--- src/common/icache_macros.svh ---
`ifndef ICACHE_MACROS_SVH
`define ICACHE_MACROS_SVH

// cache geometry, two ways of 64 sets
`define ICACHE_N_SETS     64
`define ICACHE_IDX_BITS   6     // log2 of the set count

// an address tag is what is left above the set index
// and the line offset, kept small here
`define ICACHE_TAG_BITS   8

// one line is four 32 bit instructions
`define ICACHE_LINE_BITS  128

// set associativity
`define ICACHE_N_WAYS     2

`endif

--- src/common/icache_pkg.sv ---
`include "icache_macros.svh"

package icache_pkg;

    // set index into every way RAM
    typedef logic [`ICACHE_IDX_BITS-1:0]  icache_idx_t;

    // tag kept per line in the tag RAM
    typedef logic [`ICACHE_TAG_BITS-1:0]  icache_tag_t;

    // full instruction line, filled in one refill beat
    typedef logic [`ICACHE_LINE_BITS-1:0] icache_line_t;

    // one bit per way, one hot
    // used for per way hits, valid bits and write enables
    typedef logic [`ICACHE_N_WAYS-1:0]    icache_way_sel_t;

endpackage

--- src/design/icache_hit_select.sv ---
`timescale 1ns/100ps
`include "icache_macros.svh"

// merges the per way results and runs replacement
// lru bit per set names the way to evict next
module icache_hit_select (
    input  logic                        clk_i,
    input  logic                        rst_n_i,
    input  logic                        req_i,         // lookup strobe, cycle n
    input  logic                        refill_i,      // refill strobe
    input  icache_pkg::icache_idx_t     req_idx_i,
    input  icache_pkg::icache_idx_t     refill_idx_i,
    input  icache_pkg::icache_way_sel_t way_hit_i,     // per way hit, cycle n+1
    input  icache_pkg::icache_way_sel_t way_valid_i,   // valid bits at refill_idx_i
    input  icache_pkg::icache_line_t    way0_line_i,
    input  icache_pkg::icache_line_t    way1_line_i,
    output icache_pkg::icache_way_sel_t way_we_o,      // one hot refill target
    output logic                        rsp_valid_o,
    output logic                        hit_o,
    output icache_pkg::icache_line_t    line_o
);

    import icache_pkg::*;

    logic                       req_q;     // lookup in flight
    icache_idx_t                idx_q;     // its set index
    logic [`ICACHE_N_SETS-1:0]  lru_q;     // 0 evicts way 0, 1 evicts way 1
    logic                       any_hit;
    icache_way_sel_t            victim;

    // request pipeline stage
    always_ff @(posedge clk_i) begin
        if (!rst_n_i) begin
            req_q <= 1'b0;
        end else begin
            req_q <= req_i;
        end
    end

    always_ff @(posedge clk_i) begin
        if (req_i) begin
            idx_q <= req_idx_i;    // payload only
        end
    end

    assign any_hit = req_q & (|way_hit_i);

    // response side, all combinational in n+1
    assign rsp_valid_o = req_q;
    assign hit_o       = any_hit;

    always_comb begin
        line_o = '0;                        // miss returns zeros
        if (req_q) begin
            if (way_hit_i[0]) begin
                line_o = way0_line_i;       // way 0 wins a double hit
            end else if (way_hit_i[1]) begin
                line_o = way1_line_i;
            end
        end
    end

    // victim pick
    // an empty way first, else the lru way
    always_comb begin
        if (!way_valid_i[0]) begin
            victim = 2'b01;
        end else if (!way_valid_i[1]) begin
            victim = 2'b10;
        end else begin
            victim = lru_q[refill_idx_i] ? 2'b10 : 2'b01;
        end
    end

    assign way_we_o = refill_i ? victim : '0;

    // lru update, refill overrides a hit on the same set
    // flush leaves these alone
    always_ff @(posedge clk_i) begin
        if (!rst_n_i) begin
            lru_q <= '0;
        end else begin
            if (any_hit) begin
                lru_q[idx_q] <= way_hit_i[0];       // point at the other way
            end
            if (refill_i) begin
                lru_q[refill_idx_i] <= victim[0];   // evict the unwritten one next
            end
        end
    end

endmodule

--- config.mk ---
export PLATFORM = sky130hd
export DESIGN_NAME = icache_hit_select
export DESIGN_NICKNAME = d
export VERILOG_FILES = /design/src/common/icache_pkg.sv /design/src/design/icache_hit_select.sv
export VERILOG_INCLUDE_DIRS = /design/src /design/src/common
export SDC_FILE = /design/constraint.sdc
export NUM_CORES = 1
export LEC_CHECK = 0
export BUFFER_PORTS_ARGS = -buffer_cell sky130_fd_sc_hd__buf_2
export CAP_MARGIN = 20
export CORE_AREA = 2 2 157 159
export DETAILED_ROUTE_END_ITERATION = 7
export DIE_AREA = 0 0 159 161
export PLACE_DENSITY = 0.65
export SYNTH_ARGS = -nofsm -noshare
export SYNTH_HDL_FRONTEND = slang
export SYNTH_SLANG_ARGS = --single-unit
--- constraint.sdc ---
create_clock -name clk_i -period 3 [get_ports clk_i]
set_clock_uncertainty 0.2 [all_clocks]
set_input_delay 0.45 -clock clk_i [delete_from_list [all_inputs] [get_ports clk_i]]
set_output_delay 0.45 -clock clk_i [all_outputs]
set_load 0.02 [all_outputs]
==> metrics list, run 1 <==
- The flow ran to the end, and the final reports show no timing, DRC or antenna violations.
- Cell chain of the critical path: buf_2 -> buf_4 -> mux2i_1 -> o21ai_0 -> a211oi_1 -> o2111ai_1 -> nor3_4 -> o21a_1 -> buf_2
- Die Ht: 161 um
- The net count of the finished layout is 1440.
* Most frequent cells in the layout: sky130_fd_sc_hd__buf_2, sky130_fd_sc_hd__a22oi_1, sky130_fd_sc_hd__nor2b_1
- For this design, the CTS-stage hold fixing added 0 buffers.
* Routing usage on met1: 0.3906
* Leading cell types by total area after synthesis: sky130_fd_sc_hd__dfxtp_1, sky130_fd_sc_hd__a22oi_1, sky130_fd_sc_hd__mux2i_1, sky130_fd_sc_hd__nor2b_1, sky130_fd_sc_hd__o311a_1
- The cell sitting at the root of the clock tree is a sky130_fd_sc_hd__clkbuf_16.
- In this run, the number of DRC markers left after iteration 0 of detailed routing was 1040.
* Proportion of synthesized area in mux cells: 0.1545
* Min-delay worst type: primary input to register
- The detail route stage leaves a number of antenna-violating nets equal to 0.
- Total chip power: 2.903 mW
- Worst vdd ir: 0.0002836 V
* Crit-path most repeated cell: sky130_fd_sc_hd__buf_2
- CTS built an H-tree with a depth of 3.
* Wire length of the first global-routing pass: 51840 um
* Dominant combinational cell family by area after synthesis: compound AO/OA/AOI/OAI gates
- The Yosys step of the flow raised 0 warnings.
- For this design the ratio of total power to cell area is 316.3 nW/um^2.
- Vias in the first global route: 7369
- Routability-driven placement finished with a final weighted congestion of 0.9581.
- Final worst path period need: 2804 ps
- For the pin with the worst max-slew slack, the measured transition is 728.8 ps.
- The cell area that synthesis handed to floorplanning was 6455 um^2.
- DIE AREA: 25600 um^2
- The tool flagged a number of max-cap violations equal to 0.
* Final count of hold timing violations: 0
- In this run the core area contains 57 standard-cell rows.
- TritonCTS built the clock tree.
- Area share of the leading cell type in the synthesized netlist: 0.2016
* Die Span X: 159 um
* Busiest grt layer: met1
* Starting density of the core: 0.2694
- In the global route stage, met3 resource usage came out at 0.1158.
* Total global routing overflow: 0
* Crit path required time: 2350 ps
- Entering global routing, the biggest net connects 117 pins.
- 408 I/O pins were placed.
- Sequential fraction of the synthesis area: 0.2295
- Kind of launch point of the worst setup path: primary input
- In the routed layout, each cell is associated on average with a via count of 5.455.
* Synthesized instance count: 802
* HPWL Detailed: 30260 um
- For this design the static power due to leakage is 4.054 nW.
- The slowest stage of the critical path belongs to the cell sky130_fd_sc_hd__buf_4.
- Crit Path Class: primary input to output port
- Async S/R FF share, synth: 0
* Largest stage delay, worst path: 260 ps
* Post-Syn Nets: 1078
- Max FO, Critical Path: 14
- Most used flip-flop cell after synthesis: sky130_fd_sc_hd__dfxtp_1
* Share of synthesized cell area in full adder, half adder and majority cells: 0
* Share of cells above drive strength 1: 0.4149
* Routing usage on met2: 0.3905
* Netlist cell types: 44
- The worst setup path is captured at an output port.
* Via count: 8193
- Slew Viols, Final: 0
- The later pin in the worst-skew pair is clocked with a latency of 350 ps.
- Total wire length: 37800 um
- Setup repair after global routing missed its margin: false
* Number of enable-type register cells in the synthesized netlist: 6
* Post-cts resize count: 0
- Headroom to the max-slew limit came out at 0.5142.
- Post-CTS timing repair inserted 0 buffers for setup.
* Total track usage: 0.2786
* Fmax achieved: 0.3566 GHz
* Total of flip-flops plus latches after synthesis: 71
* Share of the synthesized area in compound gates (AO/OA/AOI/OAI): 0.3175
* Commonest non-fill, non-tap cell in the layout: sky130_fd_sc_hd__buf_2
- Simple-gate share of the synthesized area: 0.2295
- STA puts the critical path data arrival time at 2150 ps.
- DR pass1 iterations: 5
- Compared with the post-synthesis result, the final layout area differs by 42.22%.
- Post-Synth XOR/XNOR Area: 0
- The clock drives 71 sinks.
- Per-cell routed wire length: 25.17 um
- Mean instance size in the synthesized netlist: 8.049 um^2
* Clock Path Buffers: 2
* Final Cycle Share: 0.9347
- The initial antenna violation count is 33.
- TritonCTS buffer count: 9
- In the routed design, unresolved DRC markers number 0.
- Setup total negative slack on the finished layout was measured at 0 ps.
* Clock-pin slew on the worst setup and hold paths: 60 ps
* Quantity of I/O buffers inserted on ports: 407
* Largest area contributor in the synthesized netlist: sky130_fd_sc_hd__dfxtp_1
- Util after Layout: 0.3831
- Setup violations remaining at the end of the flow were counted as 0.
- Standard cell core area: 23960 um^2
[routing by layer]
layer | share of wire | up-vias
li1 | - | 3757
met1 | 0.44 | 3838
met2 | 0.41 | 510
met3 | 0.12 | 72
met4 | 0.025 | 16
met5 | 0.0027 | -
[kinds of logic (layout without fill, tap and decap cells)]
| family | Yosys count | after routing |
|---|---|---|
| AO/OA/AOI/OAI | 274 | 274 |
| buffers and inverters | 101 | 468 |
| other | 0 | 9 |
| multiplexers | 92 | 92 |
| flip-flops | 71 | 71 |
| AND/OR/NAND/NOR | 264 | 264 |
[registers in the layout, indices dropped and copies added (netlist names)]
register / count
idx_q: 6
rsp_valid_o: 1
lru_q: 64
[critical path: cells and delay by family]
family / cells / cell delay (ps)
AO/OA/AOI/OAI: 4 / 680
multiplexers: 1 / 200
buffers and inverters: 3 / 600
AND/OR/NAND/NOR: 1 / 220
[through the flow]
step	std cells	area, um^2	hold slack [ps]	setup WS, ps
finish	1502	9180	75.68	196.0
global route	1497	9168	81.25	31.48
CTS	1493	9158	75.08	208.2
detailed placement	1477	8894	413.3	220.3
global placement	1477	8894	402.4	179.8
floorplan	802	6455	348.9	187.3
[cell type report]
type / instances / area, um^2
antenna: 9 / 22.52
sequential: 71 / 1485
fill: 2558 / 14780
clock buffer: 10 / 229.0
timing repair buffer: 450 / 2454
tap: 324 / 405.4
inverter: 2 / 7.507
multi-input combinational: 630 / 4542
clock inverter: 6 / 35.03
[path summary, 6_finish.rpt]
path	start	end	slack [ps]	depth (start not counted)
worst min register to register	lru_q[53]	lru_q[53]	440	3
worst max-delay path	refill_idx_i[0]	way_we_o[0]	200	9
worst min-delay path	req_idx_i[3]	idx_q[3]	80	1
worst max register to register	lru_q[43]	lru_q[51]	690	8
[cells in the mapped netlist, types with 3 or more instances]
| master | count |
|---|---|
| sky130_fd_sc_hd__edfxtp_1 | 6 |
| sky130_fd_sc_hd__buf_1 | 17 |
| sky130_fd_sc_hd__nor2b_1 | 131 |
| sky130_fd_sc_hd__o311a_1 | 64 |
| sky130_fd_sc_hd__nand2_1 | 27 |
| sky130_fd_sc_hd__or2_2 | 7 |
| sky130_fd_sc_hd__buf_6 | 7 |
| sky130_fd_sc_hd__nand3b_1 | 8 |
| sky130_fd_sc_hd__buf_2 | 8 |
| sky130_fd_sc_hd__dfxtp_1 | 65 |
| sky130_fd_sc_hd__nor2_1 | 53 |
| sky130_fd_sc_hd__and2_1 | 6 |
| sky130_fd_sc_hd__clkbuf_1 | 66 |
| sky130_fd_sc_hd__a21oi_1 | 3 |
| sky130_fd_sc_hd__nand3_1 | 11 |
| sky130_fd_sc_hd__mux4_2 | 6 |
| sky130_fd_sc_hd__nand4_1 | 3 |
| sky130_fd_sc_hd__a22oi_1 | 132 |
| sky130_fd_sc_hd__mux2i_1 | 85 |
| sky130_fd_sc_hd__o21ai_0 | 66 |
[power breakdown]
| group | leakage, nW | switching [mW] | internal, mW |
|---|---|---|---|
| combinational | 3.34 | 0.538 | 0.368 |
| clock | 0.133 | 0.439 | 0.556 |
| sequential | 0.584 | 0.0304 | 0.972 |
| total | 4.05 | 1.01 | 1.90 |
(Power assumes the default switching activity.)
==> inputs of run 2 (changes only) <==
==> constraint.sdc (replaced) <==
create_clock -name clk_i -period 3 [get_ports clk_i]
set_clock_uncertainty 0.2 [all_clocks]
set_input_delay 0.45 -clock clk_i [delete_from_list [all_inputs] [get_ports clk_i]]
set_output_delay 0.45 -clock clk_i [all_outputs]
set_load 0.005 [all_outputs]
==> metrics list, run 2 (synthesis gave the netlist of run 1 again) <==
- Outcome: completed
* R2R setup slack: 470 ps (-220 ps)
- Actual slew at the worst max-slew pin: 748.8 ps (+20.00 ps)
- The final global-route overflow total was 0 (unchanged).
* Routed metal-1 wire length: 15980 um (-4.3%)
* Hold-fix buffer count after cts: 0 (unchanged)
- The cell count after placement is 1469 (-0.54%).
* Final count of hold timing violations: 0 (unchanged)
- Final worst path period need: 2832 ps (+27.76 ps)
- DR pass1 iterations: 6 (+1)
- TritonCTS buffer count: 9 (unchanged)
- The global placer's final weighted congestion was 0.9654 (+0.76%).
* Clock Path Buffers: 2 (unchanged)
- The required time at the worst-slack endpoint came to 2350 ps (about the same).
- Number of fillers in the final layout: 2597 (+1.5%)
* Worst vdd ir: 0.0002842 V (+0.20%)
* Insertion delay to the later sink of the worst-skew pair: 350 ps (about the same)
- Clk network pwr share: 0.358 (+0.015)
- The endpoint arrival time on the critical path came to 2180 ps (+30 ps).
- Post-route setup TNS: 0 ps (unchanged)
- Clock-pin slew on the worst setup and hold paths: 50 ps (about the same)
* Power spent charging and discharging nets: 0.9153 mW (-9.1%)
- Setup repair after global routing missed its margin: false
- The switching power share of the total came to 0.3219 (-0.02508).
- Counting flops per register, the top entry is lru_q.
- DR top layer: met5
- The cell sitting at the root of the clock tree is a sky130_fd_sc_hd__clkbuf_16.
- Starting density of the core: 0.2694 (unchanged)
- Area added between synthesis and finish: 41.33%
- The routed wire length on met3 is 5593 um (+22%).
- The core box area is 23960 um^2 (unchanged).
* Static leakage: 4.020 nW (-0.85%)
- Share of total power in combinational logic: 0.290 (-0.022)
* Count of unresolved DRC violations after routing: 0 (unchanged)
* Total wire length: 37930 um (+0.34%)
* Per-cell routed wire length: 25.35 um (+0.74%)
* Total of max-cap violations: 0 (unchanged)
* Quantity of I/O buffers inserted on ports: 407 (unchanged)
- STA classifies the critical path endpoint as an output port.
* I/O pin count: 408 (unchanged)
* Max FO, Critical Path: 6 (-8)
- Largest net degree at the start of global routing: 130 (+11%)
- Commonest non-fill, non-tap cell in the layout: sky130_fd_sc_hd__buf_2
* Post-placement worst setup slack: 120.7 ps (-99.54 ps)
* Detailed router's first-iteration violation count: 961 (-7.6%)
* Via count: 8201 (+0.098%)
- Total track usage: 0.2792 (+0.0006124)
* DIE AREA: 25600 um^2 (unchanged)
- The final worst setup slack was 168.2 ps (-27.76 ps).
* Fmax achieved: 0.3531 GHz (-0.98%)
- The post-route non-filler standard cell count was 1496 (-0.40%).
* Die Ht: 161 um (unchanged)
* Amount of wire on met2 after detailed routing: 15510 um (+0.13%)
- The worst setup path is of the primary input to output port kind.
- The remaining number of nets flagged by the antenna check after routing is 0 (unchanged).
- Leaving out fill and tap cells, the most frequent cells in the layout are sky130_fd_sc_hd__buf_2, sky130_fd_sc_hd__a22oi_1, sky130_fd_sc_hd__nor2b_1.
* HPWL Detailed: 30190 um (-0.24%)
- Vias per std cell: 5.482 (+0.50%)
- Share of cells above drive strength 1: 0.4109 (-0.004032)
- The global-route wire length before repair is 51920 um (+0.16%).
* Slew margin rel.: 0.5008 (-0.01333)
- PwrDens: 311.7 nW/um^2 (-1.4%)
- Clock tree from TritonCTS: done
- The internal power contribution is 1.928 mW (+1.7%).
- The via count of the first global-routing pass was 7340 (-0.39%).
- The path class of the tightest hold or removal check is primary input to register.
- The final-stage net count is 1433 (-0.49%).
- The number of pins with negative max-slew slack in the final report came to 0 (unchanged).
- Initial antenna violation count: 33 (unchanged)
- The worst setup path is launched from a primary input.
- The number of placement rows was 57 (unchanged).
- The overall die width came to 159 um (unchanged).
- H-tree level count: 3 (unchanged)
- The number of flip-flops under the largest register name was 64 (unchanged).
* Final Cycle Share: 0.9439 (+0.009254)
- The clock net sink count is 71 (unchanged).
* Portion of total power attributed to sequential cells: 0.352 (+0.007)
* Count of endpoints failing setup in the final report: 0 (unchanged)
[run 2: changes by cell type in the layout (fill, tap and decap cells not counted), sizes merged]
cell and delta:
diode +2, clkbuf +2, buf -7, inv -2, clkinvlp -1
[run 2: timing repair]
| item | in CTS | in global routing |
|---|---|---|
| gates resized for setup | 0 | 1 |
| buffers inserted | 0 | 1 |
| hold endpoints to repair | 0 | 0 |
| endpoints found under the setup margin | 0 | 2 |
[run 2: per-stage QoR]
stage / hold slack (ps) / cell area [um^2] / utilization / power, mW
6_report: 83.98 / 9123 / 0.3807 / 2.843
4_1_cts: 78.77 / 9084 / 0.3791 / 2.835
3_5_place_dp: 407.8 / 8808 / 0.3676 / 1.829
2_1_floorplan: 348.9 / 6455 / - / 1.394
5_1_grt: 76.95 / 9107 / 0.3801 / 2.945
3_3_place_gp: 403.7 / 8808 / 0.3676 / 1.823
[run 2: power groups by stage]
stage	combinational, mW	sequential, mW	clock [mW]
3_5_place_dp	0.809	1.02	0
3_3_place_gp	0.803	1.02	0
4_1_cts	0.811	1.00	1.02
2_1_floorplan	0.394	1.00	0
5_1_grt	0.881	1.00	1.06
6_report	0.825	1.00	1.02
[run 2: area by class of cell]
cell class,instances,area [um^2],share of cell area
diodes,11,27.53,0.003017
clock buffers,12,256.5,0.02812
clock inverters,3,18.77,0.002057
inverters,2,7.507,0.0008229
multi-input cells,630,4542,0.4979
flip-flops and latches,71,1485,0.1628
well taps,324,405.4,0.04444
repair buffers,443,2380,0.2609
[run 2: layer usage]
| layer | track usage | up-vias |
|---|---|---|
| li1 | - | 3747 |
| met1 | 0.3765 | 3878 |
| met2 | 0.3915 | 492 |
| met3 | 0.1533 | 64 |
| met4 | 0.05372 | 20 |
| met5 | 0 | - |
[run 2: path summary, 6_finish.rpt]
check	start	endpoint	cells past startpoint
setup reg to reg	lru_q[43]	lru_q[55]	8
setup / recovery	refill_idx_i[0]	way_we_o[0]	8
hold reg to reg	lru_q[27]	lru_q[27]	3
hold / removal	req_idx_i[2]	idx_q[2]	1
[run 2: critical path, cell delays in order]
cell and delay [ps]:
sky130_fd_sc_hd__buf_2 180, sky130_fd_sc_hd__mux2_1 340, sky130_fd_sc_hd__o211a_1 210, sky130_fd_sc_hd__a211oi_1 300, sky130_fd_sc_hd__o2111ai_1 200, sky130_fd_sc_hd__nor3_4 270, sky130_fd_sc_hd__o21a_1 130, sky130_fd_sc_hd__buf_2 100
==> inputs of run 3 (changes only) <==
--- a/config.mk
+++ b/config.mk
@@ -8,10 +8,11 @@
 export LEC_CHECK = 0
 export BUFFER_PORTS_ARGS = -buffer_cell sky130_fd_sc_hd__buf_2
 export CAP_MARGIN = 20
-export CORE_AREA = 2 2 157 159
+export CORE_AREA = 2 2 160 162
+export CTS_BUF_LIST = sky130_fd_sc_hd__clkbuf_2
 export DETAILED_ROUTE_END_ITERATION = 7
-export DIE_AREA = 0 0 159 161
-export PLACE_DENSITY = 0.65
+export DIE_AREA = 0 0 162 164
+export PLACE_DENSITY = 0.63
 export SYNTH_ARGS = -nofsm -noshare
 export SYNTH_HDL_FRONTEND = slang
 export SYNTH_SLANG_ARGS = --single-unit
==> metrics list, run 3 (synthesis gave the netlist of run 1 again) <==
- Outcome: completed
- The HPWL after detailed placement was 29040 um (-3.8%).
* Standard cell core area: 24820 um^2 (+3.6%)
- The number of buffers created by CTS was 9 (unchanged).
* Insertion delay to the later sink of the worst-skew pair: 560 ps (+210 ps)
* Final GP Congestion: 0.8863 (-8.2%)
- Setup slack after layout: 42.90 ps (-125.4 ps)
- Fraction of met3 tracks used by global routing: 0.07727 (-0.07604)
* Min-delay worst type: primary input to register
- The maximum clock rate is 0.3382 GHz (-4.2%).
- Most frequent cells in the layout: sky130_fd_sc_hd__buf_2, sky130_fd_sc_hd__a22oi_1, sky130_fd_sc_hd__nor2b_1
* Max FFs per register: 64 (unchanged)
* I/O pin count: 408 (unchanged)
- The overall die width was 162 um (+1.9%).
- met2 is the most crowded layer.
* Count of endpoints failing setup in the final report: 0 (unchanged)
* Slew margin rel.: 0.5086 (+0.007744)
- Total track usage: 0.2560 (-0.02324)
- The ratio of cells with drive above 1 in the final layout is 0.4105 (about the same).
- Per-cell routed wire length: 24.35 um (-4.0%)
* Final ANT Viol Nets: 0 (unchanged)
- Via count: 8078 (-1.5%)
- The final hold slack came to 15.55 ps (-68.44 ps).
* Largest Register: lru_q
- Slew Viols, Final: 0 (unchanged)
* Crit Path Class: register to output port
- Total of max-cap violations: 0 (unchanged)
- The cell count after placement came to 1475 (+0.41%).
- The fraction of met1 tracks used by global routing is 0.3675 (-0.009001).
* Clock Path Buffers: 2 (unchanged)
- Kind of launch point of the worst setup path: register
- Post-placement worst setup slack: 161.7 ps (+40.92 ps)
- The number of filler cells placed in the layout came to 2684 (+3.4%).
* Final count of hold timing violations: 0 (unchanged)
- The met2 capacity usage during global routing came to 0.3754 (-0.01607).
* Total wire length: 36550 um (-3.6%)
* Num rows: 58 (+1.8%)
- The area taken by multi-input logic gates came to 4557 um^2 (+0.33%).
* Max FO, Critical Path: 4 (-2)
- The initial antenna violation count came to 16 (-52%).
* Detailed router's first-iteration violation count: 818 (-15%)
- TritonCTS built the clock tree.
- DR pass1 iterations: 5 (-1)
- The peak supply drop was 0.0001884 V (-34%).
* Sequential cell area: 1486 um^2 (about the same)
* Area added between synthesis and finish: 39.76%
- The minimum clock period after layout is 2957 ps (+125.4 ps).
* PwrDens: 263.4 nW/um^2 (-15%)
* Total global routing overflow: 0 (unchanged)
- The die boundary height was 164 um (+1.9%).
- Worst Path Arrival: 2310 ps (+130 ps)
- Actual slew at the worst max-slew pin: 735.4 ps (-13.40 ps)
* Total number of clock tree sinks: 71 (unchanged)
* Final Cycle Share: 0.9857 (+0.04178)
* Starting density of the core: 0.2601 (-0.009289)
- R2R setup slack: 720 ps (+250 ps)
- Leaving out fill and tap cells, the most frequent cell in the layout is sky130_fd_sc_hd__buf_2.
* Vias per std cell: 5.382 (-1.8%)
* Total number of nets in the final design: 1438 (+0.35%)
- Static leakage: 3.981 nW (-0.98%)
* Quantity of I/O buffers inserted on ports: 407 (unchanged)
- The largest net degree at the start of global routing came to 70 (-46%).
* Clock-pin slew on the worst setup and hold paths: 190 ps (+140 ps)
* H-tree level count: 3 (unchanged)
- DIE AREA: 26570 um^2 (+3.8%)
* Count of unresolved DRC violations after routing: 0 (unchanged)
* Nature of the critical path endpoint: output port
- Setup repair after global routing missed its margin: true
- Crit path required time: 2350 ps (about the same)
- Vias in the first global route: 7013 (-4.5%)
* Wire length of the first global-routing pass: 49290 um (-5.1%)
- Final cell count without fillers: 1501 (+0.33%)
- CTS placed an instance of sky130_fd_sc_hd__clkbuf_2 at the clock tree root.
* Post-route setup TNS: 0 ps (unchanged)
## run 3: changes by cell type in the layout (fill, tap and decap cells not counted), moves of 2 or more
cell                            change
sky130_fd_sc_hd__diode_2            -7
sky130_fd_sc_hd__clkbuf_8           -2
sky130_fd_sc_hd__clkinv_1           +3
sky130_fd_sc_hd__clkbuf_2           +9
sky130_fd_sc_hd__dlygate4sd3_1      +6
sky130_fd_sc_hd__clkbuf_16          -9
## run 3: path summary, 6_finish.rpt
check                  from          end  cells past startpoint
setup reg to reg   idx_q[2]    lru_q[40]                      5
hold / removal        req_i     idx_q[1]                      1
setup / recovery  lru_q[42]  way_we_o[0]                      7
hold reg to reg    lru_q[3]     lru_q[3]                      3
## run 3: repair_timing
item,CTS,global route
setup endpoints to repair,2,2
hold buffers,6,0
buffers inserted,0,0
endpoints found under the hold margin,6,0
pin swaps,4,1
resized for setup,4,0
## run 3: routing by layer
metal  vias to the layer above  wire length [um]
li1                       3745                 -
met1                      3851             16360
met2                       427             15660
met3                        41              3757
met4                        14               690
met5                         -                81
## run 3: critical path: stages, from the launching register on
cell                        delay [ps]
sky130_fd_sc_hd__dfxtp_2           380
sky130_fd_sc_hd__mux2_4            260
sky130_fd_sc_hd__o211a_1           210
sky130_fd_sc_hd__a211oi_2          190
sky130_fd_sc_hd__o2111ai_2         180
sky130_fd_sc_hd__nor3_4            280
sky130_fd_sc_hd__o21a_1            150
sky130_fd_sc_hd__buf_2             100
## run 3: cell type report
cell class              instances  share of cell area
repair buffers                448              0.2706
clock inverters                 7            0.006796
inverters                       2           0.0008322
diodes                          4            0.001110
flip-flops and latches         71              0.1648
well taps                     330             0.04577
multi-input cells             630              0.5051
clock buffers                   9            0.004993
## run 3: through the flow
step	power [mW]	utilization	instance area (um^2)
finish	2.376	0.3635	9021
global route	2.475	0.3631	9011
CTS	2.382	0.3631	9011
detailed placement	1.826	0.3557	8828
global placement	1.821	0.3557	8828
floorplan	1.394	-	6455
## run 3: where the power goes
group | switching [mW] | internal (mW) | total (mW) | leakage [nW]
combinational | 0.462 | 0.361 | 0.823 | 3.33
clock | 0.366 | 0.187 | 0.552 | 0.0691
sequential | 0.0277 | 0.974 | 1.00 | 0.584
total | 0.855 | 1.52 | 2.38 | 3.98
